File: config.mk
export PLATFORM = sky130hd
export DESIGN_NAME = wb_gpio
export DESIGN_NICKNAME = d
export VERILOG_FILES = /design/src/source/soc_map_pkg.sv /design/src/source/wb_bus_pkg.sv /design/src/source/wb_gpio.sv
export VERILOG_INCLUDE_DIRS = /design/src /design/src/source
export SDC_FILE = /design/constraint.sdc
export NUM_CORES = 1
export LEC_CHECK = 0
export BUFFER_PORTS_ARGS = -buffer_cell sky130_fd_sc_hd__buf_2
export CORE_ASPECT_RATIO = 1.25
export CORE_MARGIN = 1
export CORE_UTILIZATION = 39
export CTS_BUF_LIST = sky130_fd_sc_hd__clkbuf_8
export DETAILED_ROUTE_END_ITERATION = 16
export PLACE_DENSITY = 0.79
export SLEW_MARGIN = 15
export SYNTH_ARGS = -nofsm -noshare
export SYNTH_HDL_FRONTEND = slang
export SYNTH_SLANG_ARGS = --single-unit
File: constraint.sdc
create_clock -name clk_i -period 1.7 [get_ports clk_i]
set_clock_uncertainty 0.2 [all_clocks]
set_input_delay 0.085 -clock clk_i [delete_from_list [all_inputs] [get_ports clk_i]]
set_output_delay 0.085 -clock clk_i [all_outputs]
set_load 0.02 [all_outputs]
File: src/source/soc_consts.svh
`ifndef SOC_CONSTS_SVH
`define SOC_CONSTS_SVH

// Bus widths
`define SOC_ADDR_W      32
`define SOC_DATA_W      32

// RAM depth in words
`define SOC_RAM_WORDS   1024

// Region bases, one region per value of the top address nibble
`define SOC_RAM_BASE    32'h0000_0000
`define SOC_GPIO_BASE   32'h1000_0000
`define SOC_REGION_HI   31
`define SOC_REGION_LO   28

// GPIO pin counts
`define SOC_LED_W       16
`define SOC_SW_W        8

`endif

File: src/source/soc_map_pkg.sv
package soc_map_pkg;

    // Target of the granted cycle
    typedef enum logic [1:0] {
        SLV_RAM  = 2'd0,
        SLV_GPIO = 2'd1,
        SLV_NONE = 2'd2
    } slave_sel_t;

    // GPIO register offsets, low address bits only
    typedef logic [3:0] gpio_ofs_t;

    localparam gpio_ofs_t GPIO_LED_OFS = 4'h0;
    localparam gpio_ofs_t GPIO_SW_OFS  = 4'h4;

endpackage

File: src/source/wb_bus_pkg.sv
`include "soc_consts.svh"

package wb_bus_pkg;

    //////////////////////////////
    // Shared bus payload
    //////////////////////////////

    typedef logic [`SOC_ADDR_W-1:0]   bus_addr_t;
    typedef logic [`SOC_DATA_W-1:0]   bus_data_t;
    typedef logic [`SOC_DATA_W/8-1:0] bus_sel_t;

    //////////////////////////////
    // Master identity
    //////////////////////////////

    typedef logic master_id_t;

    localparam master_id_t MASTER_DATA = 1'b0;
    localparam master_id_t MASTER_INST = 1'b1;

endpackage

File: src/source/wb_gpio.sv
`timescale 1ns/1ps

`include "soc_consts.svh"

module wb_gpio (
    input  logic                  clk_i,
    input  logic                  reset_i,
    input  logic                  stb_i,
    input  logic                  we_i,
    input  wb_bus_pkg::bus_sel_t  sel_i,
    input  wb_bus_pkg::bus_addr_t addr_i,
    input  wb_bus_pkg::bus_data_t data_i,
    output wb_bus_pkg::bus_data_t data_o,
    output logic                  ack_o,
    input  logic [`SOC_SW_W-1:0]  switch_i,
    output logic [`SOC_LED_W-1:0] led_o
);
    import soc_map_pkg::*;

    localparam int LED_LANES = `SOC_LED_W / 8;

    logic [`SOC_SW_W-1:0] sw_meta_q;
    logic [`SOC_SW_W-1:0] sw_sync_q;
    gpio_ofs_t            ofs;
    logic                 access;

    assign ofs    = addr_i[3:0];
    assign access = stb_i & ~ack_o;

    // Two-stage synchroniser for the switches
    always_ff @(posedge clk_i) begin
        if (reset_i) begin
            sw_meta_q <= '0;
            sw_sync_q <= '0;
        end else begin
            sw_meta_q <= switch_i;
            sw_sync_q <= sw_meta_q;
        end
    end

    //////////////////////////////
    // LED register and ack
    //////////////////////////////

    always_ff @(posedge clk_i) begin
        if (reset_i) begin
            led_o <= '0;
            ack_o <= 1'b0;
        end else begin
            ack_o <= access;
            if (access && we_i && ofs == GPIO_LED_OFS) begin
                for (int i = 0; i < LED_LANES; i++) begin
                    if (sel_i[i]) begin
                        led_o[8*i +: 8] <= data_i[8*i +: 8];
                    end
                end
            end
        end
    end

    // Read data registered alongside ack
    always_ff @(posedge clk_i) begin
        if (access) begin
            case (ofs)
                GPIO_LED_OFS: data_o <= {{(`SOC_DATA_W-`SOC_LED_W){1'b0}}, led_o};
                GPIO_SW_OFS:  data_o <= {{(`SOC_DATA_W-`SOC_SW_W){1'b0}}, sw_sync_q};
                default:      data_o <= '0;
            endcase
        end
    end

endmodule

==> impl_metrics.tcl <==
set metrics [dict create \
    ff2ff_path_depth 3 \
    antenna_found_initial 0 \
    drt_iter0_markers 91 \
    antenna_left 0 \
    io_buffers 66 \
    cap_violations 0 \
    timing.rr.start "ack_o$_SDFF_PP0_" \
    outcome "completed" \
    postCtsSetupBuffers 0 \
    cp_slowest_cell "dlygate4sd3_1" \
    drive_above_1_share_pct 31.9 \
    clk_path_buf_depth 2 \
    timing.fmax_ghz 0.621 \
    grt_pass1_wl_um 6390 \
    clk_pin_slew_ns 0.09 \
    netlist_instances 164 \
    finalSetupViolCount 0 \
    power.density_mw_per_mm2 824 \
    start_kind "input port" \
    final_area_mm2 0.00262 \
    clockRootBuffer "clkbuf_8" \
    dr.pass1.iters 4 \
    synthesis.area_mm2 0.00193 \
    yosys.area.top_type "dfxtp_1" \
    dpl_cell_area_mm2 0.00227 \
    synthToLayoutAreaGrowth_pct 36.0 \
    use_met2_pct 31.5 \
    slew_violations 0 \
    routedWlPerCell_um 13.6 \
    final_cell_mix "buf_2 (66), dfxtp_1 (33), dlygate4sd3_1 (26)" \
    globalRouteMet1Util_pct 16.0 \
    ys_seq_area_share_pct 59.3 \
    h-tree-depth 2 \
    worstPathRequired_ns 1.68 \
    busiest_layer "met2" \
    ys_ff_latch 49 \
    fin_cells 320 \
    die_w_um 64.9 \
    cts_buffers 5 \
    worstPathArrival_ns 1.59 \
    clock_latency_ns 0.30 \
    dp_slack_ns 0.186 \
    die_area_mm2 0.00522 \
    die_h_um 80.6 \
    drc 0 \
    yosys.area.top_type_share_pct 34.3 \
    grt_max_degree 36 \
    cp-endpoint "led_o[13]$_SDFFE_PP0P_" \
    rsz0062_at_grt "false" \
    crit_start "sel_i[1]" \
    whs_ns 0.0392 \
    mostFrequentLayoutCell "buf_2" \
    initial_utilization_pct 40.7 \
    path_cells "dlygate4sd3_1, buf_2, nand4b_1, o21ai_0, a21oi_1" \
    max_stage_delay_ns 0.55 \
    vias_per_cell 4.60 \
    clock_sinks 49 \
    p_leak_uw 0.00114 \
    timing.final.crit_period_ns 1.61 \
    crit_fanout 9 \
    crit_type "input port to flip-flop" \
    syn_avg_cell_area_um2 11.7 \
    synthTopCellsByArea "dfxtp_1 (34%), edfxtp_1 (25%), buf_4 (6.6%)" \
    r2r_slack_ns 0.24 \
    fp.coreArea_mm2 0.00473 \
    place_hpwl_um 2540 \
    place_inst 286 \
    placementRows 28 \
    hold_viol 0 \
    grt_pass1_vias 1376 \
    tns_ns 0 \
    final.setup.worst_slack_ns 0.0891 \
    antenna_cells 0 \
    num-nets-final 339 \
    nFillCells 421 \
    vias 1472 \
    pin_count 129 \
    ys_warn_count 0 \
    yosysUniqueCellTypes 21 \
    place_congestion 0.757 \
    gr-usage-all-layers_pct 16.7 \
    ir_drop_v 0.000382 \
    setup.worst_path.end_class "flip-flop" \
    rr_endpoint "led_o[13]$_SDFFE_PP0P_" \
    wl_um 4340 \
    cts_tree "built" \
    grt-ovfl-total 0 \
    min_path_type "input port to flip-flop" \
    met3_usage_pct 3.55 \
    post-route-period-util_pct 94.8 \
]
final cells by class:
type / instances / area [um^2] / share of cell area (%)
multi-input combinational: 104 / 673 / 25.7
clock inverter: 3 / 17.5 / 0.669
sequential: 49 / 1140 / 43.6
clock buffer: 5 / 68.8 / 2.63
tap: 60 / 75.1 / 2.87
timing repair buffer: 99 / 643 / 24.6
worst min path at each step:
stage,startpoint,end,depth (start not counted)
2_1_floorplan,switch_i[0],sw_meta_q[0]$_SDFF_PP0_,1
3_3_place_gp,switch_i[2],sw_meta_q[2]$_SDFF_PP0_,2
3_5_place_dp,switch_i[4],sw_meta_q[4]$_SDFF_PP0_,2
4_1_cts,reset_i,sw_meta_q[4]$_SDFF_PP0_,2
5_1_grt,reset_i,sw_meta_q[6]$_SDFF_PP0_,2
6_report,reset_i,sw_sync_q[4]$_SDFF_PP0_,2
what timing repair did:
| item | CTS | global route |
|---|---|---|
| hold buffers | 26 | 0 |
| endpoints found under the hold margin | 25 | 0 |
| gates resized for setup | 0 | 0 |
power breakdown:
part | internal (uW) | switching [uW]
registers | 1240 | 10.2
logic | 111 | 136
clock network | 287 | 370
metrics by stage:
step,util (%),total power (uW)
CTS,55.4,2160
global placement,48.0,1470
global route,55.4,2250
detailed placement,48.0,1480
floorplan,-,1420
finish,55.4,2160
flip-flops by register name (all words and copies together), names as in the netlist:
register / cells
data_o: 16
sw_sync_q: 8
ack_o: 1
sw_meta_q: 8
led_o: 16
logic make-up (layout without fill, tap and decap cells):
family          Yosys count  count (layout)  synth area share (%)
simple gates             56              56                  19.8
mux                       8               8                  4.16
other cells               1              16                 0.195
compound gates           24              24                  7.80
flops                    49              49                  59.3
buf+inv                  26             107                  8.84
synthesized netlist by cell type, drive strengths merged:
| master | n |
|---|---|
| dfxtp | 33 |
| buf | 19 |
| nor2b | 18 |
| edfxtp | 16 |
| nand2b | 16 |
| a21oi | 8 |
| a22o | 8 |
| and2 | 8 |
| mux2i | 8 |
| nand4 | 8 |
| o21ai | 8 |
| clkbuf | 7 |
| and3 | 1 |
| and3b | 1 |
| conb | 1 |
| nand4b | 1 |
| nor4 | 1 |
| nor4b | 1 |
| or4 | 1 |
worst max-delay path: cells and delay by family:
kind / cells / cell delay, ns
AOI/OAI and AO/OA: 2 / 0.43
and+or+nand+nor: 1 / 0.32
buffers and inverters: 2 / 0.76
layer usage:
layer / routed length, um / up-vias / share of wire [%]
met4: 202 / 0 / 4.7
li1: - / 727 / -
met3: 233 / 18 / 5.4
met1: 1560 / 656 / 36
met2: 2340 / 71 / 54
met5: 0 / - / 0
Note: power is estimated with default switching activity, not from simulation.
