`config.mk`:
```
export PLATFORM = sky130hd
export DESIGN_NAME = wb_addr_decoder
export DESIGN_NICKNAME = d
export VERILOG_FILES = /design/src/source/soc_map_pkg.sv /design/src/source/wb_bus_pkg.sv /design/src/source/wb_addr_decoder.sv
export VERILOG_INCLUDE_DIRS = /design/src /design/src/source
export SDC_FILE = /design/constraint.sdc
export NUM_CORES = 1
export LEC_CHECK = 0
export ABC_CLOCK_PERIOD_IN_PS = 2600
export BUFFER_PORTS_ARGS = -buffer_cell sky130_fd_sc_hd__buf_2
export CAP_MARGIN = 20
export CORE_ASPECT_RATIO = 1.1
export CORE_MARGIN = 2
export CORE_UTILIZATION = 24
export CTS_CLUSTER_SIZE = 10
export DETAILED_ROUTE_END_ITERATION = 12
export PLACE_DENSITY = 0.86
export SETUP_SLACK_MARGIN = 0.1
export SYNTH_ARGS = -nofsm -noshare
export SYNTH_HDL_FRONTEND = slang
export SYNTH_SLANG_ARGS = --single-unit
export TNS_END_PERCENT = 10
```
`constraint.sdc`:
```
create_clock -name clk_i -period 2.6 [get_ports clk_i]
set_input_delay 0.13 -clock clk_i [delete_from_list [all_inputs] [get_ports clk_i]]
set_output_delay 0.13 -clock clk_i [all_outputs]
set_load 0.005 [all_outputs]
```
`src/source/soc_consts.svh`:
```
`ifndef SOC_CONSTS_SVH
`define SOC_CONSTS_SVH

// Bus widths
`define SOC_ADDR_W      32
`define SOC_DATA_W      32

// RAM depth in words
`define SOC_RAM_WORDS   1024

// Region bases, one region per value of the top address nibble
`define SOC_RAM_BASE    32'h0000_0000
`define SOC_GPIO_BASE   32'h1000_0000
`define SOC_REGION_HI   31
`define SOC_REGION_LO   28

// GPIO pin counts
`define SOC_LED_W       16
`define SOC_SW_W        8

`endif

```
`src/source/soc_map_pkg.sv`:
```
package soc_map_pkg;

    // Target of the granted cycle
    typedef enum logic [1:0] {
        SLV_RAM  = 2'd0,
        SLV_GPIO = 2'd1,
        SLV_NONE = 2'd2
    } slave_sel_t;

    // GPIO register offsets, low address bits only
    typedef logic [3:0] gpio_ofs_t;

    localparam gpio_ofs_t GPIO_LED_OFS = 4'h0;
    localparam gpio_ofs_t GPIO_SW_OFS  = 4'h4;

endpackage

```
`src/source/wb_bus_pkg.sv`:
```
`include "soc_consts.svh"

package wb_bus_pkg;

    //////////////////////////////
    // Shared bus payload
    //////////////////////////////

    typedef logic [`SOC_ADDR_W-1:0]   bus_addr_t;
    typedef logic [`SOC_DATA_W-1:0]   bus_data_t;
    typedef logic [`SOC_DATA_W/8-1:0] bus_sel_t;

    //////////////////////////////
    // Master identity
    //////////////////////////////

    typedef logic master_id_t;

    localparam master_id_t MASTER_DATA = 1'b0;
    localparam master_id_t MASTER_INST = 1'b1;

endpackage

```
`src/source/wb_addr_decoder.sv`:
```
`timescale 1ns/1ps

`include "soc_consts.svh"

module wb_addr_decoder (
    input  logic                  clk_i,
    input  logic                  reset_i,

    // Granted cycle from the arbiter
    input  logic                  bus_cyc_i,
    input  logic                  bus_stb_i,
    input  wb_bus_pkg::bus_addr_t bus_addr_i,
    output logic                  bus_ack_o,
    output wb_bus_pkg::bus_data_t bus_data_o,

    // RAM slave
    output logic                  ram_stb_o,
    input  logic                  ram_ack_i,
    input  wb_bus_pkg::bus_data_t ram_data_i,

    // GPIO slave
    output logic                  gpio_stb_o,
    input  logic                  gpio_ack_i,
    input  wb_bus_pkg::bus_data_t gpio_data_i
);
    import wb_bus_pkg::*;
    import soc_map_pkg::*;

    localparam bus_addr_t RAM_BASE  = `SOC_RAM_BASE;
    localparam bus_addr_t GPIO_BASE = `SOC_GPIO_BASE;

    slave_sel_t target;
    logic       req;
    logic       none_ack_q;

    // Region from the top address nibble
    always_comb begin
        if (bus_addr_i[`SOC_REGION_HI:`SOC_REGION_LO] ==
            RAM_BASE[`SOC_REGION_HI:`SOC_REGION_LO]) begin
            target = SLV_RAM;
        end else if (bus_addr_i[`SOC_REGION_HI:`SOC_REGION_LO] ==
                     GPIO_BASE[`SOC_REGION_HI:`SOC_REGION_LO]) begin
            target = SLV_GPIO;
        end else begin
            target = SLV_NONE;
        end
    end

    assign req        = bus_cyc_i & bus_stb_i;
    assign ram_stb_o  = req & (target == SLV_RAM);
    assign gpio_stb_o = req & (target == SLV_GPIO);

    // Unmapped accesses still complete, so the bus never hangs
    always_ff @(posedge clk_i) begin
        if (reset_i) begin
            none_ack_q <= 1'b0;
        end else begin
            none_ack_q <= req && (target == SLV_NONE) && !none_ack_q;
        end
    end

    //////////////////////////////
    // Response mux
    //////////////////////////////

    always_comb begin
        case (target)
            SLV_RAM: begin
                bus_ack_o  = ram_ack_i;
                bus_data_o = ram_data_i;
            end
            SLV_GPIO: begin
                bus_ack_o  = gpio_ack_i;
                bus_data_o = gpio_data_i;
            end
            default: begin
                bus_ack_o  = none_ack_q;
                bus_data_o = '0;
            end
        endcase
    end

endmodule

```
==> results of run 1 <==
-- final timing paths --
kind | from | endpoint | slack [ps] | cells past startpoint
min | reset_i | none_ack_q$_SDFF_PP0_ | 300 | 2
min reg2reg | none_ack_q$_SDFF_PP0_ | none_ack_q$_SDFF_PP0_ | 420 | 1
max reg2reg | none_ack_q$_SDFF_PP0_ | none_ack_q$_SDFF_PP0_ | 1950 | 1
max | bus_addr_i[28] | bus_data_o[16] | 1130 | 5
-- power groups by stage --
stage,Clock [mW],Sequential [mW],Combinational [mW]
after floorplan,0,0.0165,0.0666
after global placement,0,0.0167,0.131
after detailed placement,0,0.0167,0.136
after CTS,0,0.0167,0.136
after global routing,0,0.0167,0.149
final,0,0.0166,0.134
-- cell usage in the layout, fill, tap and decap left out, drive strengths merged --
cell type  count
nor3           2
nor4b          1
dfxtp          1
or3            1
nor2          32
mux2           2
inv            1
nand2          1
buf          110
mux2i         32
-- cell families (layout without fill, tap and decap cells) --
group | after synthesis | count (layout) | share of synthesized area
simple gates | 37 | 37 | 0.258
mux | 34 | 34 | 0.601
buf+inv | 9 | 111 | 0.106
flops | 1 | 1 | 0.0347
-- worst max-delay path: stages --
cell and delay [ps]:
buf_2 370, buf_4 390, mux2i_1 250, nor2_1 50, buf_2 140
-- metrics by stage --
stage / power (mW) / cells / instance area, sq um
after global routing: 0.165 / 213 / 1110
final: 0.151 / 213 / 1110
after floorplan: 0.0831 / 81 / 577
after CTS: 0.153 / 213 / 1110
after detailed placement: 0.153 / 213 / 1110
after global placement: 0.148 / 213 / 1110
-- layer usage --
layer,up-vias,track usage,part of all wire
li1,482,-,-
met5,-,0,0.0070
met3,2,0.0568,0.15
met2,56,0.323,0.52
met4,2,0,0
met1,408,0.107,0.32
-- area by class of cell --
type | count | share of cell area
Tap cell | 30 | 0.0337
Multi-Input combinational cell | 71 | 0.445
Sequential cell | 1 | 0.0180
Inverter | 1 | 0.00337
Timing Repair Buffer | 110 | 0.499
==> impl_metrics.yaml, run 1 <==
status:
  outcome: "completed"
finish:
  multi_input_comb_area_sq_um: 495
  fin_nets: 287
  fill_cells: 240
  largest_reg_flops: 1
  reg.largest.list: "none_ack_q: 1 flops"
  top_register: "none_ack_q"
  antenna_cells: 0
  register_area_sq_um: 20.0
  drive_gt1_frac: 0.612
  post-route-util: 0.494
  syn_to_final_growth_pct: 92.8
timing:
  worst_slew_pin_slew_ps: 448
  fin_setup_tns_ps: 0
  slew_headroom: 0.701
  finalWorstSetupSlack_ps: 1130
  rsz0062_at_grt: "no"
  fin_crit_sh: 0.567
  fmax_mhz: 678
  whs_ps: 296
  fin_crit_ps: 1470
  skew_ps: 0
  final-setup-viol-count: 0
  slew_viol_final: 0
  finalHoldViolCount: 0
placed_design:
  post-dp-hpwl_um: 1980
  port_buffers: 108
  pre_cts_ws_ps: 1110
  place.gp.congestion: 0.657
yosys:
  syn_nets: 183
  synth-seq-cells: 1
  ys.flop_type: "dfxtp_1"
  synthCells: 81
  synth_area_sq_um: 577
  yosysSeqAreaShare: 0.0347
  yosys_warnings: 0
  ys_top_cells_by_area: "mux2i_1, nor2_1, buf_6"
  synth_edf_count: 0
  synth_top_area_frac: 0.555
  synth_cell_types: 13
  yosysTopAreaCell: "mux2i_1"
  netlist_top_cells_count: "mux2i_1, nor2_1, buf_2"
  synthArstFlopShare: 0
  syn_area_per_cell_sq_um: 7.12
power_and_ir_drop:
  power_density_nw_per_um2: 136
  internal-power_mw: 0.0961
  power_frac_comb: 0.890
  swShare: 0.364
  power.switching_mw: 0.0550
  vdd_drop_max_mv: 0.103
  sequentialPowerShare: 0.110
  p_leak_nw: 0.758
  clkPwrFrac: 0
worst_setup_path:
  crit_fanout: 19
  startpoint_type: "input port"
  crit_type: "in2out"
  worstPathArrival_ps: 1340
  cp-end-kind: "output pin"
  critPathRequiredTime_ps: 2470
drt:
  avgViaCountPerCell: 4.46
  drtIter0Drc: 8
  drc: 0
  num_vias: 950
  first_pass_iters: 3
  wire_per_inst_um: 10.8
  wl_um: 2300
  antenna_left: 0
global_routing:
  grt_overflow: 0
  grt_start_max_net_pins: 25
  grt_pass1_wl_um: 3280
  track_usage: 0.142
  antenna_found_initial: 1
  grt_pass1_vias: 849
floorplanning:
  initial_core_util: 0.256
  row_count: 18
  die_h_um: 55.4
  die_area_sq_um: 2810
  io_pins: 137
  fp.dieW_um: 50.7
  core_area_sq_um: 2250
worst_hold_path:
  hold_class: "in2reg"
clock_network:
  cts_setup_buffers: 0
  insertion_delay_ps: 0
  postCtsResizedCells: 0
  hold_buffers: 0
  clk_pin_slew_worst_paths_ps: 0
flow_run:
  cap_violations: 0
Power figures use the tool's default switching activity.
==> run 2: changes to the inputs <==
--- a/config.mk
+++ b/config.mk
@@ -6,15 +6,15 @@
 export SDC_FILE = /design/constraint.sdc
 export NUM_CORES = 1
 export LEC_CHECK = 0
-export ABC_CLOCK_PERIOD_IN_PS = 2600
+export ABC_CLOCK_PERIOD_IN_PS = 1200
 export BUFFER_PORTS_ARGS = -buffer_cell sky130_fd_sc_hd__buf_2
 export CAP_MARGIN = 20
 export CORE_ASPECT_RATIO = 1.1
 export CORE_MARGIN = 2
-export CORE_UTILIZATION = 24
+export CORE_UTILIZATION = 20
 export CTS_CLUSTER_SIZE = 10
 export DETAILED_ROUTE_END_ITERATION = 12
-export PLACE_DENSITY = 0.86
+export PLACE_DENSITY = 0.76
 export SETUP_SLACK_MARGIN = 0.1
 export SYNTH_ARGS = -nofsm -noshare
 export SYNTH_HDL_FRONTEND = slang
==> constraint.sdc (replaced) <==
create_clock -name clk_i -period 1.2 [get_ports clk_i]
set_input_delay 0.06 -clock clk_i [delete_from_list [all_inputs] [get_ports clk_i]]
set_output_delay 0.06 -clock clk_i [all_outputs]
set_load 0.005 [all_outputs]
==> run 2 against run 1 <==
  * Worst setup slack worse by 980 ps
  * Final cell count grew 1.9%
  * Total power up 120%
  * Core utilization is 7.3 points lower
  * Routed wire length fell by 8.9%
==> impl_metrics.yaml, run 2 (synthesized netlist as in run 1, its figures left out) <==
flow_run:
  cap_violations: 0
drt:
  antenna_left: 0
  drc: 0
  num_vias: 934
  drtIter0Drc: 36
  wire_per_inst_um: 9.65
  avgViaCountPerCell: 4.30
  first_pass_iters: 4
  wl_um: 2100
global_routing:
  track_usage: 0.106
  antenna_found_initial: 0
  grt_pass1_vias: 732
  grt_pass1_wl_um: 3010
  grt_overflow: 0
  grt_start_max_net_pins: 35
floorplanning:
  die_area_sq_um: 3330
  row_count: 20
  core_area_sq_um: 2750
  initial_core_util: 0.210
  die_h_um: 60.3
  fp.dieW_um: 55.2
  io_pins: 137
placed_design:
  post-dp-hpwl_um: 1790
  place.gp.congestion: 0.635
  port_buffers: 108
finish:
  final_cell_mix: "buf_2, mux2i_1, nor2_1, nor3_2, buf_6"
  fin_nets: 288
  top_register: "none_ack_q"
  reg.largest.list: "none_ack_q: 1 flops"
  largest_reg_flops: 1
  post-route-util: 0.421
  antenna_cells: 0
  mostFrequentLayoutCell: "buf_2"
  syn_to_final_growth_pct: 101
  drive_gt1_frac: 0.630
timing:
  whs_ps: 229
  fin_crit_ps: 1060
  slew_headroom: 0.850
  fin_setup_tns_ps: 0
  worst_slew_pin_slew_ps: 222
  skew_ps: 0
  finalHoldViolCount: 0
  slew_viol_final: 0
  final-setup-viol-count: 0
  rsz0062_at_grt: "yes"
  fmax_mhz: 945
  fin_crit_sh: 0.881
worst_setup_path:
  crit_fanout: 22
  startpoint_type: "input port"
  critPathRequiredTime_ps: 1140
  worstPathArrival_ps: 1000
  cp-end-kind: "output pin"
  crit_type: "in2out"
power_and_ir_drop:
  p_leak_nw: 0.773
  clkPwrFrac: 0
  vdd_drop_max_mv: 0.241
  internal-power_mw: 0.217
  swShare: 0.354
  power.switching_mw: 0.119
  sequentialPowerShare: 0.107
  power_frac_comb: 0.893
  power_density_nw_per_um2: 290
status:
  outcome: "completed"
clock_network:
  cts_setup_buffers: 0
  hold_buffers: 0
  insertion_delay_ps: 0
  clk_pin_slew_worst_paths_ps: 0
worst_hold_path:
  hold_class: "in2reg"
run 2: repair_timing:
action                                 4_1_cts  5_1_grt
endpoints found under the hold margin        0        0
pin swaps                                    0        0
gates resized for setup                      3        2
setup endpoints to repair                   10        5
gates cloned                                 0        0
run 2: layout make-up:
cell class                      instances  area [sq um]
Multi-Input combinational cell         71           510
Tap cell                               33          41.3
Inverter                                1          3.75
Fill cell                             300          1590
Sequential cell                         1          20.0
Timing Repair Buffer                  111           583
run 2: routing by layer:
layer,global-route usage,wire length [um],vias to the layer above
met5,0,0,-
met4,0,0,0
met3,0.0325,293,0
met2,0.230,1100,56
met1,0.105,704,396
li1,-,-,482
run 2: stage by stage:
step / power, mW / instances / instance area [sq um] / worst slack, ps
3_5_place_dp: 0.335 / 217 / 1140 / 52.0
5_1_grt: 0.368 / 217 / 1160 / 78.2
3_3_place_gp: 0.327 / 217 / 1140 / 60.6
2_1_floorplan: 0.180 / 81 / 577 / 276
4_1_cts: 0.339 / 217 / 1150 / 120
6_report: 0.336 / 217 / 1160 / 142
run 2: worst max-delay path, cell delays in order:
cell and delay [ps]:
buf_2 90, or3_4 400, buf_6 180, nor2_1 130
buf_2 120
run 2: worst paths after layout:
kind	from	endpoint	slack, ps	cells after the start
worst max-delay path	bus_addr_i[31]	bus_data_o[1]	140	5
worst min-delay path	reset_i	none_ack_q$_SDFF_PP0_	230	2
worst max register to register	none_ack_q$_SDFF_PP0_	none_ack_q$_SDFF_PP0_	540	1
worst min register to register	none_ack_q$_SDFF_PP0_	none_ack_q$_SDFF_PP0_	420	1
run 2: power by group through the flow:
stage,sequential [mW],combinational (mW),clock [mW]
finish,0.0361,0.300,0
global route,0.0364,0.332,0
CTS,0.0362,0.303,0
global placement,0.0362,0.291,0
detailed placement,0.0362,0.299,0
floorplan,0.0358,0.144,0
