File: config.mk
export PLATFORM = sky130hd
export DESIGN_NAME = wb_rr_arbiter
export DESIGN_NICKNAME = d
export VERILOG_FILES = /design/src/source/wb_bus_pkg.sv /design/src/source/wb_rr_arbiter.sv
export VERILOG_INCLUDE_DIRS = /design/src /design/src/source
export SDC_FILE = /design/constraint.sdc
export NUM_CORES = 1
export LEC_CHECK = 0
export ABC_AREA = 1
export CORE_AREA = 2 2 70 72
export DETAILED_ROUTE_END_ITERATION = 10
export DIE_AREA = 0 0 72 74
export DONT_BUFFER_PORTS = 1
export MAX_ROUTING_LAYER = met4
export SYNTH_ARGS = -nofsm -noshare
export SYNTH_HDL_FRONTEND = slang
export SYNTH_SLANG_ARGS = --single-unit
File: constraint.sdc
create_clock -name clk_i -period 1.1 [get_ports clk_i]
set_clock_uncertainty 0.1 [all_clocks]
set_input_delay 0.11 -clock clk_i [delete_from_list [all_inputs] [get_ports clk_i]]
set_output_delay 0.11 -clock clk_i [all_outputs]
set_load 0.03 [all_outputs]
File: src/source/soc_consts.svh
`ifndef SOC_CONSTS_SVH
`define SOC_CONSTS_SVH

// Bus widths
`define SOC_ADDR_W      32
`define SOC_DATA_W      32

// RAM depth in words
`define SOC_RAM_WORDS   1024

// Region bases, one region per value of the top address nibble
`define SOC_RAM_BASE    32'h0000_0000
`define SOC_GPIO_BASE   32'h1000_0000
`define SOC_REGION_HI   31
`define SOC_REGION_LO   28

// GPIO pin counts
`define SOC_LED_W       16
`define SOC_SW_W        8

`endif

File: src/source/wb_bus_pkg.sv
`include "soc_consts.svh"

package wb_bus_pkg;

    //////////////////////////////
    // Shared bus payload
    //////////////////////////////

    typedef logic [`SOC_ADDR_W-1:0]   bus_addr_t;
    typedef logic [`SOC_DATA_W-1:0]   bus_data_t;
    typedef logic [`SOC_DATA_W/8-1:0] bus_sel_t;

    //////////////////////////////
    // Master identity
    //////////////////////////////

    typedef logic master_id_t;

    localparam master_id_t MASTER_DATA = 1'b0;
    localparam master_id_t MASTER_INST = 1'b1;

endpackage

File: src/source/wb_rr_arbiter.sv
`timescale 1ns/1ps

module wb_rr_arbiter (
    input  logic                  clk_i,
    input  logic                  reset_i,

    // Data port
    input  logic                  m0_cyc_i,
    input  logic                  m0_stb_i,
    input  logic                  m0_we_i,
    input  wb_bus_pkg::bus_sel_t  m0_sel_i,
    input  wb_bus_pkg::bus_addr_t m0_addr_i,
    input  wb_bus_pkg::bus_data_t m0_data_i,
    output logic                  m0_ack_o,

    // Instruction port, fetch only
    input  logic                  m1_cyc_i,
    input  logic                  m1_stb_i,
    input  wb_bus_pkg::bus_addr_t m1_addr_i,
    output logic                  m1_ack_o,

    // Shared bus
    output logic                  bus_cyc_o,
    output logic                  bus_stb_o,
    output logic                  bus_we_o,
    output wb_bus_pkg::bus_sel_t  bus_sel_o,
    output wb_bus_pkg::bus_addr_t bus_addr_o,
    output wb_bus_pkg::bus_data_t bus_data_o,
    input  logic                  bus_ack_i
);
    import wb_bus_pkg::*;

    logic       grant_valid_q;
    master_id_t owner_q;
    master_id_t next_owner;
    logic       owner_cyc;
    logic       owner_stb;

    //////////////////////////////
    // Grant state
    //////////////////////////////

    // On a tie the master not granted last wins
    always_comb begin
        if (m0_cyc_i && m1_cyc_i) begin
            next_owner = ~owner_q;
        end else if (m0_cyc_i) begin
            next_owner = MASTER_DATA;
        end else begin
            next_owner = MASTER_INST;
        end
    end

    assign owner_cyc = (owner_q == MASTER_DATA) ? m0_cyc_i : m1_cyc_i;
    assign owner_stb = (owner_q == MASTER_DATA) ? m0_stb_i : m1_stb_i;

    // owner_q keeps the last owner after release, which drives the tie break
    always_ff @(posedge clk_i) begin
        if (reset_i) begin
            grant_valid_q <= 1'b0;
            owner_q       <= MASTER_INST;
        end else if (!grant_valid_q) begin
            if (m0_cyc_i || m1_cyc_i) begin
                grant_valid_q <= 1'b1;
                owner_q       <= next_owner;
            end
        end else if (!owner_cyc) begin
            grant_valid_q <= 1'b0;
        end
    end

    //////////////////////////////
    // Request routing
    //////////////////////////////

    assign bus_cyc_o = grant_valid_q & owner_cyc;
    assign bus_stb_o = grant_valid_q & owner_stb;

    always_comb begin
        if (owner_q == MASTER_DATA) begin
            bus_we_o   = m0_we_i;
            bus_sel_o  = m0_sel_i;
            bus_addr_o = m0_addr_i;
            bus_data_o = m0_data_i;
        end else begin
            // Fetches are full-word reads
            bus_we_o   = 1'b0;
            bus_sel_o  = '1;
            bus_addr_o = m1_addr_i;
            bus_data_o = '0;
        end
    end

    // Ack goes back to the owner only
    assign m0_ack_o = bus_ack_i & grant_valid_q & m0_cyc_i & (owner_q == MASTER_DATA);
    assign m1_ack_o = bus_ack_i & grant_valid_q & m1_cyc_i & (owner_q == MASTER_INST);

endmodule

==> impl_metrics.yaml, run 1 <==
synth:
  synthTopCellsByArea: "nand2_1, nor2_1, inv_1"
  syn_inst: 198
  syn_nets: 306
  synth.avg_cell_area_um2: 4.190
  yosys_warnings: 0
  synth_cell_type_count: 14
  ys_seq_area_share_pct: 4.827
  synth_area_um2: 829.5
  ys_ff_latch: 2
  synth_top_cell_by_area: "nand2_1"
  synth_top_area_share_pct: 47.06
clocking:
  cts_tree: "built"
  clk_latency_ns: 0.21
  htreeDepth: 1
  cts_inserted_buffers: 3
  cts-root-buf: "clkbuf_8"
  clkSinkCount: 2
  clk_pin_slew_ns: 0.03
  clk_path_buf_depth: 2
route:
  wl_met2_mm: 2.366
  antenna_left: 0
  drt_pass1_iterations: 3
  top_layer_used: "met4"
  routed_wl_mm: 3.861
  wl_per_cell_um: 13.55
  dr.first_iter.drc_count: 10
  num_vias: 1283
  drcViolationCount: 0
  vias_per_cell: 4.502
  wl_met3_um: 386
  wl_met1_mm: 1.083
critical_path:
  cp.arrival_ns: 1.14
  r2r-start: "owner_q"
  critPathMaxFanout: 7
  crit_type: "register to output pin"
  path_cells: "buf_8 -> buf_12 -> nor2_4 -> buf_6"
  cpMaxStageDelayCell: "dfxtp_4"
  r2r.worst_path.cells: 7
  rrSetupSlack_ns: -0.08
  r2r_end: "grant_valid_q"
  cp-end-kind: "output pin"
  max_stage_delay_ns: 0.43
  crit_buf_inv: 3
  start_kind: "register"
  crit_family: "buffers and inverters"
  required_ns: 0.89
worst_hold_path:
  hold_path_class: "primary input to register"
  min_from: "m0_cyc_i"
  hold_path_depth: 3
  holdPathEnd: "owner_q"
global_route:
  grt_pass1_wl_mm: 5.071
  track_usage_pct: 12.67
  overflow: 0
  grt_pass1_vias: 1150
  antenna_found_initial: 0
  grt_max_degree: 25
sta:
  fin_crit_sh_pct: 122.3
  max_slew_margin_pct: 80.53
  min_period_ns: 1.345
  setup_slack_ns: -0.2454
  hold_viol: 0
  fmax_mhz: 743.3
  drv_slew: 0
  rsz0062_at_grt: "true"
  tightest_slew_ns: 0.2890
  setup_viol: 74
run:
  cap_violations: 0
pwr:
  p_leak_nw: 1.020
  irDropWorstVdd_v: 0.0004589
  power_per_cell_area_mw_per_mm2: 990.5
die:
  die_area_mm2: 0.005328
  dieWidth_um: 72
  rows: 25
  num_io_pins: 181
  die-height_um: 74
  start_util_pct: 18.04
  core_mm2: 0.004598
outcome:
  violations: "negative setup slack"
  outcome: "finished, violations left"
layout:
  n_fill_cell: 446
  multi_input_area_mm2: 0.001226
  post-route-cell-area_mm2: 0.002088
  antenna_cells: 0
  final_cell_mix: "nand2_1, nand2_4, inv_1"
  syn2layout_area_growth_pct: 151.7
  final_cells: 285
  nNetsFinal: 340
  drive_above_1_share_pct: 62.77
  final_common_cell: "nand2_1"
  regArea_um2: 45.04
placement:
  pre_cts_ws_ns: -0.08785
  io_buffers: 0
  placed_cell_area_mm2: 0.001354
  hpwl_mm: 2.710
  gp_congestion: 0.7148
  dp_cells: 269
## layout make-up
cell class                      count  share of cell area, %
Multi-Input combinational cell    149                  58.72
Sequential cell                     2                  2.157
Tap cell                           54                  3.235
Timing Repair Buffer               40                  26.90
Inverter                           36                  6.830
Clock buffer                        4                  2.157
## through the flow
step / hold WS [ns] / TNS, ns / total power [mW] / utilization [%]
2_1_floorplan: 0.07244 / -2.363 / 1.044 / -
3_3_place_gp: 0.08153 / -0.9182 / 1.303 / 29.44
3_5_place_dp: 0.07835 / -1.442 / 1.315 / 29.44
4_1_cts: 0.008313 / -14.54 / 1.954 / 40.95
5_1_grt: 0.03272 / -16.76 / 2.169 / 45.42
6_report: 0.002330 / -14.30 / 2.068 / 45.42
## worst register-to-register path, delay by kind of cell (launching register included)
kind,cells,cell delay [ns]
buffers and inverters,3,0.31
AO/OA/AOI/OAI,1,0.04
flip-flops,1,0.43
AND/OR/NAND/NOR,3,0.18
## Yosys cell counts
cell type / number
dfxtp_1: 2
or2_2: 1
a31oi_1: 1
buf_4: 3
inv_1: 35
inv_2: 1
o21ai_0: 1
nor2_1: 37
a21oi_2: 1
o21ai_1: 1
or2_1: 3
buf_6: 2
buf_2: 6
nand2_1: 104
## layer usage
metal	vias up	track usage [%]
met3	2	3.930
met4	0	3.145
met5	-	-
li1	622	-
met2	99	26.85
met1	560	10.40
## cell families (layout without fill, tap and decap cells)
logic type | Yosys count | count (layout) | share of synthesized area [%]
and+or+nand+nor | 145 | 145 | 66.82
buffers and inverters | 47 | 80 | 25.34
DFF | 2 | 2 | 4.827
AOI/OAI and AO/OA | 4 | 4 | 3.016
## state kept, by name, summed over array words and instances (netlist names)
signal and cells:
grant_valid_q 1, owner_q 1
## where the power goes
part           switching, mW  internal [mW]  total [mW]
Sequential            0.0245         0.0824       0.107
Clock                 0.0600          0.246       0.306
Combinational           1.06          0.598        1.66
Total                   1.14          0.926        2.07
## worst max-delay path by stage
stage | startpoint | to | slack [ns] | depth (start not counted)
floorplan | owner_q | bus_data_o[0] | -0.12 | 3
global placement | owner_q | bus_data_o[7] | -0.08 | 4
detailed placement | owner_q | bus_data_o[7] | -0.09 | 4
CTS | owner_q | bus_addr_o[7] | -0.27 | 4
global route | owner_q | bus_stb_o | -0.29 | 5
finish | owner_q | bus_data_o[31] | -0.25 | 4
## timing repair
action | CTS | global route
endpoints found under the hold margin | 2 | 0
hold buffers | 2 | 0
gates cloned | 1 | 0
endpoints found under the setup margin | 74 | 75
pin swaps | 33 | 20
resized for setup | 112 | 42
buffers inserted | 7 | 2
Power figures use the tool's default switching activity.
==> inputs of run 2 (changes only) <==
--- a/config.mk
+++ b/config.mk
@@ -6,7 +6,6 @@
 export SDC_FILE = /design/constraint.sdc
 export NUM_CORES = 1
 export LEC_CHECK = 0
-export ABC_AREA = 1
 export CORE_AREA = 2 2 70 72
 export DETAILED_ROUTE_END_ITERATION = 10
 export DIE_AREA = 0 0 72 74
==> run 2 against run 1 <==
Compared with the run above: the run still ends with negative setup slack left; critical path depth shrank 2; first-iteration DRC count is 70% higher; count of clock-buffer cells in the layout stayed put; combinational power is 33% lower; sequential power is 8% lower; clock power about the same; sequential cell count is the same; non-clock buffer count decreased by 20; die area unchanged; synthesized cell count decreased by 55%; critical endpoint is now bus_addr_o[22]; largest power group unchanged; final area is 29% lower; total power down 26%.
==> impl_metrics.yaml, run 2 <==
layout:
  largestRegisters: "grant_valid_q x1, owner_q x1"
  final_common_cell: "mux2_4"
  final_cell_mix: "mux2_4, nor2b_4, buf_4"
  nNetsFinal: 215
  syn2layout_area_growth_pct: 91.42
  drive_above_1_share_pct: 89.62
  antenna_cells: 0
route:
  drcViolationCount: 0
  num_vias: 809
  dr.first_iter.drc_count: 17
  wl_per_cell_um: 22.44
  antenna_left: 0
  vias_per_cell: 5.056
  routed_wl_mm: 3.591
  drt_pass1_iterations: 4
synth:
  synthTopCellsByArea: "mux2_2, nor2b_1, dfxtp_1"
  ys_ff_latch: 2
  syn_inst: 90
  netlist_top_cells_count: "nor2b_1, mux2_2, buf_2"
  syn_nets: 198
  synth_flop_cell: "dfxtp_1"
  synthMostInstantiatedCell: "nor2b_1"
  synth_edf_count: 0
  synth_top_cell_by_area: "mux2_2"
  synth_cell_type_count: 13
  async_reset_ff_share_pct: 0
  synth_area_um2: 773.2
  synth_top_area_share_pct: 46.60
  yosys_warnings: 0
  ys_seq_area_share_pct: 5.178
  synth.avg_cell_area_um2: 8.592
clocking:
  cts_tree: "built"
  clk_latency_ns: 0.21
  htreeDepth: 1
  cts_inserted_buffers: 3
  clk_pin_slew_ns: 0.03
  clk_path_buf_depth: 2
  cts-root-buf: "clkbuf_8"
  clkSinkCount: 2
critical_path:
  critPathMaxFanout: 24
  cp-end-kind: "output pin"
  required_ns: 0.89
  cp.arrival_ns: 1.24
  crit_type: "register to output pin"
  r2r-start: "owner_q"
  rrSetupSlack_ns: -0.14
  r2r_end: "owner_q"
  start_kind: "register"
  r2r.worst_path.cells: 4
global_route:
  antenna_found_initial: 0
  track_usage_pct: 11.53
  grt_max_degree: 25
  grt_pass1_vias: 825
  grt_pass1_wl_mm: 4.533
  overflow: 0
sta:
  setup_slack_ns: -0.3458
  max_slew_margin_pct: 82.94
  drv_slew: 0
  rsz0062_at_grt: "true"
  hold_viol: 0
  tightest_slew_ns: 0.2556
  fmax_mhz: 691.7
  tns_ns: -19.48
  setup_viol: 75
  min_period_ns: 1.446
  fin_crit_sh_pct: 131.4
placement:
  io_buffers: 0
  gp_congestion: 0.7913
  hpwl_mm: 2.762
die:
  core_mm2: 0.004598
  num_io_pins: 181
  rows: 25
  die_area_mm2: 0.005328
  dieWidth_um: 72
  die-height_um: 74
  start_util_pct: 16.82
pwr:
  power_per_cell_area_mw_per_mm2: 1028
  total_power_mw: 1.522
  p_leak_nw: 0.7164
  irDropWorstVdd_v: 0.001034
worst_hold_path:
  min_from: "m0_cyc_i"
  holdPathEnd: "owner_q"
  hold_path_depth: 2
  hold_path_class: "primary input to register"
outcome:
  outcome: "finished, violations left"
  violations: "negative setup slack"
run:
  cap_violations: 0
run 2: where the power goes:
part | switching [mW] | internal [mW] | total [mW]
logic | 0.651 | 0.468 | 1.12
registers | 0.0183 | 0.0799 | 0.0982
clock network | 0.0586 | 0.246 | 0.304
run 2: cell type report:
cell class	instances	area, µm²
multi-input combinational	80	1050
tap	54	67.56
clock buffer	4	45.04
timing repair buffer	20	274.0
fill	448	3118
sequential	2	43.79
run 2: repair_timing:
action / in CTS / in global routing
hold buffers: 2 / 0
endpoints found under the hold margin: 2 / 0
setup buffers: 5 / 1
setup endpoints to repair: 74 / 75
gates resized for setup: 42 / 7
pin swaps: 3 / 1
gates cloned: 2 / 0
run 2: per-stage QoR:
step           hold slack, ns  utilization (%)  setup WS [ns]  cells  instance area (µm²)
5_1_grt               0.02964            32.19        -0.3735    160                 1480
6_report              0.01303            32.19        -0.3458    160                 1480
3_3_place_gp          0.08515            24.49        -0.2067    146                 1126
4_1_cts               0.02073            31.37        -0.3507    159                 1443
3_5_place_dp          0.08789            24.49        -0.2202    146                 1126
2_1_floorplan         0.08276                -        -0.1454     90                 1015
run 2: how the worst max path moves through the flow:
stage               startpoint  slack (ns)              to  depth (start not counted)
floorplan              owner_q       -0.15  bus_data_o[26]                          3
global placement       owner_q       -0.21   bus_addr_o[6]                          2
finish                 owner_q       -0.35  bus_addr_o[22]                          2
global route           owner_q       -0.37  bus_addr_o[22]                          2
CTS                    owner_q       -0.35  bus_addr_o[14]                          2
detailed placement     owner_q       -0.22   bus_addr_o[5]                          2
run 2: per-layer routing:
metal,part of all wire (%),track usage (%),up-vias
li1,-,-,339
met1,29,11.14,367
met2,62,24.69,103
met3,9.4,1.491,0
met4,0,1.258,0
met5,0,-,-
run 2: critical path, cell delays in order, from the launching register on:
cell and delay (ns):
dfxtp_4 0.41, buf_16 0.22, mux2_4 0.38
run 2: cell families (layout without fill, tap and decap cells):
family / count (synthesis) / in the layout / share of synthesized area, %
compound gates: 2 / 2 / 2.266
flops: 2 / 2 / 5.178
buf+inv: 8 / 24 / 7.604
mux: 34 / 34 / 49.19
simple gates: 44 / 44 / 35.76
